<file path="config.mk">
export PLATFORM = sky130hd
export DESIGN_NAME = miner_top
export DESIGN_NICKNAME = d
export VERILOG_FILES = /design/src/common/miner_pkg.sv /design/src/hdl/miner_top.sv /design/src/hdl/nonce_decoder.sv /design/src/hash_core/core_array.sv /design/src/hash_core/hash_core.sv /design/src/hdl/round_dispatcher.sv
export VERILOG_INCLUDE_DIRS = /design/src /design/src/common
export SDC_FILE = /design/constraint.sdc
export NUM_CORES = 1
export LEC_CHECK = 0
export BUFFER_PORTS_ARGS = -buffer_cell sky130_fd_sc_hd__buf_2
export CORE_MARGIN = 2
export CORE_UTILIZATION = 40
export CTS_CLUSTER_SIZE = 8
export DETAILED_ROUTE_END_ITERATION = 16
export PLACE_DENSITY_LB_ADDON = 0.3
export SLEW_MARGIN = 10
export SYNTH_ARGS = -nofsm -noshare
export SYNTH_HDL_FRONTEND = slang
export SYNTH_HIERARCHICAL = 1
export SYNTH_SLANG_ARGS = --single-unit
</file>
<file path="constraint.sdc">
create_clock -name clk -period 7.5 [get_ports clk]
set_input_delay 0.375 -clock clk [delete_from_list [all_inputs] [get_ports clk]]
set_output_delay 0.375 -clock clk [all_outputs]
set_load 0.01 [all_outputs]
</file>
<file path="src/common/miner_consts.svh">
`ifndef MINER_CONSTS_SVH
`define MINER_CONSTS_SVH

// number of hash cores working side by side on one round
`define NUM_CORES 4

// rounds sent to the core array for every block word
`define BROADCAST_CNT 8

// a hash is a hit when this many low bits are zero
`define ZERO_BITS 4

// odd multiplier of the toy mixing hash
`define MIX_CONST 32'h9E37_79B1

// pipeline depth of one hash core
`define HASH_LAT 2

`endif
</file>
<file path="src/common/miner_pkg.sv">
`default_nettype none

package miner_pkg;

	// one round as it leaves the dispatcher
	// core i of this round tries nonce_base + i
	typedef struct packed {
		logic        valid;
		logic        newblock;
		logic [31:0] block_word;
		logic [31:0] nonce_base;
	} round_t;

	// outcome of one round once it has passed through the cores
	typedef struct packed {
		logic       valid;
		logic       newblock;
		logic       success;
		logic [7:0] processor_index;
	} core_result_t;

	// the dispatcher is either waiting for a block or sending its rounds
	typedef enum logic {
		IDLE,
		ISSUE
	} disp_state_e;

endpackage

`default_nettype wire

</file>
<file path="src/hdl/miner_top.sv">
`default_nettype none

module miner_top (
	input  logic        clk,
	input  logic        rst_n_i,
	input  logic        block_valid_i,
	input  logic [31:0] block_word_i,
	output logic        busy_o,
	output logic        result_valid_o,
	output logic        result_success_o,
	output logic [31:0] result_nonce_o
);

	miner_pkg::round_t       round;
	miner_pkg::core_result_t core_result;

	round_dispatcher u_dispatcher (
		.clk           (clk),
		.rst_n_i       (rst_n_i),
		.block_valid_i (block_valid_i),
		.block_word_i  (block_word_i),
		.round_o       (round),
		.busy_o        (busy_o)
	);

	core_array u_cores (
		.clk      (clk),
		.rst_n_i  (rst_n_i),
		.round_i  (round),
		.result_o (core_result)
	);

	// decoder keeps its default sizes, which come from the shared constants
	nonce_decoder u_decoder (
		.clk       (clk),
		.rst_n_i   (rst_n_i),
		.result_i  (core_result),
		.valid_o   (result_valid_o),
		.success_o (result_success_o),
		.nonce_o   (result_nonce_o)
	);

endmodule

`default_nettype wire

</file>
<file path="src/hdl/nonce_decoder.sv">
`default_nettype none

`include "miner_consts.svh"

module nonce_decoder #(
	parameter int NUM_CORES     = `NUM_CORES,
	parameter int BROADCAST_CNT = `BROADCAST_CNT
) (
	input  logic                     clk,
	input  logic                     rst_n_i,
	input  miner_pkg::core_result_t  result_i,
	output logic                     valid_o,
	output logic                     success_o,
	output logic [31:0]              nonce_o
);

	localparam logic [31:0] STEP   = 32'(NUM_CORES);
	localparam logic [31:0] TARGET = 32'(NUM_CORES * BROADCAST_CNT);

	logic        reading_q;
	logic        reading_d;
	logic [31:0] count_q;
	logic [31:0] count_d;
	logic        in_block;
	logic        last_q;
	logic        last_d;
	logic        found;
	logic [31:0] nonce_q;
	logic [31:0] nonce_d;
	logic        success_q;
	logic        success_d;

	// nonce base of the round now at the input
	always_comb begin
		if (!result_i.valid)
			count_d = count_q;
		else if (result_i.newblock)
			count_d = '0;
		else
			count_d = count_q + STEP;
	end

	// a newblock round opens the block even if the previous one never finished
	assign in_block = result_i.valid && (result_i.newblock || reading_q);

	// reading drops once this round is the final one of the block
	always_comb begin
		if (!result_i.valid)
			reading_d = reading_q;
		else
			reading_d = in_block && ((count_d + STEP) < TARGET);
	end

	assign last_d = in_block && ((count_d + STEP) == TARGET);

	assign found   = in_block && result_i.success;
	assign nonce_d = found ? (count_d + 32'(result_i.processor_index)) : nonce_q;

	// success sticks until the result pulse, a new block starts it afresh
	always_comb begin
		if (result_i.valid && result_i.newblock)
			success_d = result_i.success;
		else
			success_d = found || (success_q && !last_q);
	end

	always_ff @(posedge clk) begin
		if (!rst_n_i) begin
			reading_q <= 1'b0;
			count_q   <= '0;
			last_q    <= 1'b0;
			nonce_q   <= '0;
			success_q <= 1'b0;
		end else begin
			reading_q <= reading_d;
			count_q   <= count_d;
			last_q    <= last_d;
			nonce_q   <= nonce_d;
			success_q <= success_d;
		end
	end

	assign valid_o   = last_q;
	assign success_o = success_q;
	assign nonce_o   = nonce_q;

endmodule

`default_nettype wire

</file>
<file path="src/hash_core/core_array.sv">
`default_nettype none

`include "miner_consts.svh"

module core_array (
	input  logic                     clk,
	input  logic                     rst_n_i,
	input  miner_pkg::round_t        round_i,
	output miner_pkg::core_result_t  result_o
);

	logic [`NUM_CORES-1:0] hits;
	logic [`NUM_CORES-1:0] hits_gated;
	logic [`HASH_LAT-1:0]  valid_sr;
	logic [`HASH_LAT-1:0]  newblock_sr;

	for (genvar i = 0; i < `NUM_CORES; i++) begin : g_core
		hash_core u_core (
			.clk          (clk),
			.rst_n_i      (rst_n_i),
			.block_word_i (round_i.block_word),
			.nonce_i      (round_i.nonce_base + 32'(i)),
			.hit_o        (hits[i])
		);
	end

	// round control follows the core pipeline so it lines up with the hits
	always_ff @(posedge clk) begin
		if (!rst_n_i) begin
			valid_sr    <= '0;
			newblock_sr <= '0;
		end else begin
			valid_sr[0]    <= round_i.valid;
			newblock_sr[0] <= round_i.newblock;
			for (int k = 1; k < `HASH_LAT; k++) begin
				valid_sr[k]    <= valid_sr[k-1];
				newblock_sr[k] <= newblock_sr[k-1];
			end
		end
	end

	assign hits_gated = hits & {`NUM_CORES{valid_sr[`HASH_LAT-1]}};

	// lowest core index wins, so scan from the top down
	always_comb begin
		result_o.valid           = valid_sr[`HASH_LAT-1];
		result_o.newblock        = newblock_sr[`HASH_LAT-1];
		result_o.success         = |hits_gated;
		result_o.processor_index = '0;
		for (int i = `NUM_CORES - 1; i >= 0; i--) begin
			if (hits_gated[i])
				result_o.processor_index = 8'(i);
		end
	end

endmodule

`default_nettype wire

</file>
<file path="src/hash_core/hash_core.sv">
`default_nettype none

`include "miner_consts.svh"

module hash_core (
	input  logic        clk,
	input  logic        rst_n_i,
	input  logic [31:0] block_word_i,
	input  logic [31:0] nonce_i,
	output logic        hit_o
);

	logic [31:0] mixed;
	logic [31:0] mix_q;
	logic [31:0] hash;
	logic        hit_q;

	// first half of the hash, xor then multiply and keep the low word
	assign mixed = (block_word_i ^ nonce_i) * `MIX_CONST;

	// stage one
	always_ff @(posedge clk) begin
		mix_q <= mixed;
	end

	// fold the upper half back into the lower one
	assign hash = mix_q ^ (mix_q >> 16);

	// stage two holds only the verdict, the hash value itself is not needed
	always_ff @(posedge clk) begin
		if (!rst_n_i) begin
			hit_q <= 1'b0;
		end else begin
			hit_q <= (hash[`ZERO_BITS-1:0] == '0);
		end
	end

	assign hit_o = hit_q;

endmodule

`default_nettype wire

</file>
<file path="src/hdl/round_dispatcher.sv">
`default_nettype none

`include "miner_consts.svh"

module round_dispatcher (
	input  logic               clk,
	input  logic               rst_n_i,
	input  logic               block_valid_i,
	input  logic [31:0]        block_word_i,
	output miner_pkg::round_t  round_o,
	output logic               busy_o
);

	localparam int CNT_W = $clog2(`BROADCAST_CNT + 1);

	miner_pkg::disp_state_e state_q;
	logic [CNT_W-1:0] issued_q;
	logic [CNT_W-1:0] issued_next;
	logic valid_q;
	logic newblock_q;
	logic [31:0] block_word_q;
	logic [31:0] nonce_base_q;

	// issued_q counts rounds already loaded into the round register
	assign issued_next = issued_q + CNT_W'(1);

	always_ff @(posedge clk) begin
		if (!rst_n_i) begin
			state_q    <= miner_pkg::IDLE;
			issued_q   <= '0;
			valid_q    <= 1'b0;
			newblock_q <= 1'b0;
		end else if (block_valid_i) begin
			// a strobe restarts the search, even in the middle of one
			issued_q   <= CNT_W'(1);
			valid_q    <= 1'b1;
			newblock_q <= 1'b1;
			if (`BROADCAST_CNT > 1)
				state_q <= miner_pkg::ISSUE;
			else
				state_q <= miner_pkg::IDLE;
		end else begin
			newblock_q <= 1'b0;
			case (state_q)
				miner_pkg::ISSUE: begin
					valid_q  <= 1'b1;
					issued_q <= issued_next;
					// leave ISSUE on the edge that loads the last round
					if (issued_next == CNT_W'(`BROADCAST_CNT))
						state_q <= miner_pkg::IDLE;
				end
				default: begin
					valid_q <= 1'b0;
				end
			endcase
		end
	end

	// block word and nonce base are only meaningful while valid_q is set
	always_ff @(posedge clk) begin
		if (block_valid_i) begin
			block_word_q <= block_word_i;
			nonce_base_q <= '0;
		end else if (state_q == miner_pkg::ISSUE) begin
			nonce_base_q <= nonce_base_q + 32'(`NUM_CORES);
		end
	end

	assign round_o = '{
		valid:      valid_q,
		newblock:   newblock_q,
		block_word: block_word_q,
		nonce_base: nonce_base_q
	};

	assign busy_o = (state_q == miner_pkg::ISSUE);

endmodule

`default_nettype wire

</file>
==> impl_metrics.yaml <==
grt:
  grt_pass1_vias: 16000
  antenna_found_initial: 1
  grt_pass1_wl_um: 83200
  grt_max_degree: 47
  grtUsageTotal_pct: 18.9
  grt-ovfl-total: 0
die:
  io_pins: 70
  floorplan.initialDensity_pct: 40.6
  die_x_um: 235
  rows: 84
  dieArea_um2: 55400
  design.core.area_um2: 52800
  chipHeight_um: 235
timing:
  relSlewSlack_pct: 35.6
  setup_viol: 0
  fin_crit_sh_pct: 87.7
  hold_violations: 0
  rsz0062_at_grt: "false"
  maxSlewViolCount: 0
  max_freq_mhz: 152
  tightest_slew_ns: 0.962
  period_needed_ns: 6.58
  finClkSkew_ns: 0.0219
  finalSetupTns_ns: 0
drt:
  drt_pre_antenna_iters: 5
  vias_per_cell: 5.04
  drtIter0Drc: 1010
  ant_nets: 0
  num_vias: 15500
  wl_per_cell_um: 16.5
  routed_wl_um: 50900
  drc_errors: 0
layout:
  layout-drive-gt1-share_pct: 7.58
  multiInputGateArea_um2: 15900
  diodes: 0
  area_growth_pct: 7.26
  finish.net_count: 2981
  fillCellCount: 5223
  ff_latch_area_um2: 3240
clocking:
  cts-resized-gates: 0
  htree_levels: 4
  numCtsBuffers: 17
  cts_buffer_depth: 2
  cts_root_buffer: "clkbuf_16"
  cts_sinks: 152
  cts_setup_buffers: 0
  cts_tree: "built"
  clk_pin_slew_ns: 0.07
  cts_hold_buf: 0
  clock_latency_ns: 0.47
critical_path:
  required_ns: 7.90
  arrival_ns: 6.98
  start_kind: "flip-flop"
  path_class: "reg2reg"
  worstPathMaxFanout: 7
  cp-end-kind: "flip-flop"
placed_design:
  gp_congestion: 0.927
  hpwl_um: 41800
  port_buffers: 57
logic_synthesis:
  yosysWarnings: 6
  avgSynthCellArea_um2: 9.16
  netlist_area_um2: 21400
  synth_cells: 2335
worst_hold_path:
  hp-class: "in2reg"
run:
  cap_violations: 0
status:
  status: "finished clean"
metrics by stage:
stage	hold slack, ns	setup WS [ns]	cells	util (%)	instance area (µm²)
2_1_floorplan	0.412	1.58	2341	-	21400
4_1_cts	0.0522	0.961	3075	43.5	23000
5_1_grt	0.0679	0.610	3075	43.5	23000
6_report	0.0865	0.920	3075	43.5	23000
3_3_place_gp	0.418	1.11	3043	42.4	22400
3_5_place_dp	0.418	0.956	3043	42.4	22400
layout by cell type (no fill, tap or decap), types with 6 or more instances in the layout:
cell type / instances
and3_1: 12
or3_1: 8
o21ai_1: 7
nor3_1: 34
edfxtp_1: 20
xnor2_1: 221
nand2b_1: 6
nand3_1: 45
or2_2: 10
inv_1: 496
o31ai_1: 9
a211oi_1: 7
clkbuf_16: 17
nor2_1: 98
or4_1: 12
a21o_1: 21
conb_1: 8
a21oi_1: 72
o21ai_0: 31
xnor2_2: 6
and4_1: 11
nor4_1: 26
nand2_1: 100
dfxtp_1: 132
nor2b_1: 8
fa_1: 201
nand4_1: 33
xor2_1: 104
buf_4: 32
and2_1: 38
ha_1: 371
nand4b_1: 6
buf_2: 57
sequential cells by signal (all words and copies together), names as in the netlist, 2 cells and up:
name,flops
u_cores/g_core.u_core/mix_q,32
u_cores/g_core.u_core/hit_o,4
u_dispatcher/block_word_q,20
u_cores/valid_sr,2
u_decoder/nonce_o,32
u_cores/newblock_sr,2
u_dispatcher/issued_q,4
u_dispatcher/nonce_base_q,18
u_decoder/count_q,32
worst paths after layout:
path	from	to	slack [ns]	cells after the start
worst min register to register	u_dispatcher/valid_q	u_cores/valid_sr[0]	0.43	1
worst min-delay path	block_word_i[5]	u_dispatcher/block_word_q[5]	0.09	1
worst max register to register	u_dispatcher/block_word_q[1]	u_cores/g_core[3].u_core/mix_q[18]	0.92	22
worst max-delay path	u_dispatcher/block_word_q[1]	u_cores/g_core[3].u_core/mix_q[18]	0.92	22
routing by layer:
layer / GRT usage [%] / up-vias / share of wire [%]
met3: 2.72 / 75 / 3.8
met1: 24.5 / 7513 / 46
met2: 32.7 / 335 / 48
li1: - / 7587 / -
met4: 5.37 / 0 / 2.3
met5: 0 / - / 0
worst max-delay path, cell delays in order, from the launching register on:
cell and delay (ns):
edfxtp_1 0.64, xor2_1 0.67, xnor2_1 0.33, ha_1 0.27, or2_2 0.30, ha_1 0.21, fa_1 0.54, inv_1 0.05
fa_1 0.47, inv_1 0.05, fa_1 0.50, fa_1 0.55, inv_1 0.06, fa_1 0.52, inv_1 0.04, ha_1 0.32
a21o_1 0.19, a21oi_1 0.12, o21ai_0 0.16, nor2_1 0.21, nor2b_2 0.08, nor2_1 0.11, xnor2_1 0.12
layout make-up:
type | count | share of cell area (%)
clock inverter | 12 | 0.480
multi-input combinational | 1615 | 69.2
clock buffer | 20 | 1.99
inverter | 499 | 8.16
tap | 688 | 3.75
timing repair buffer | 89 | 2.29
sequential | 152 | 14.1
Power is left out: the tool's default activity adds up to more than one toggle a clock period on the data nets, which glitch-free logic cannot reach.
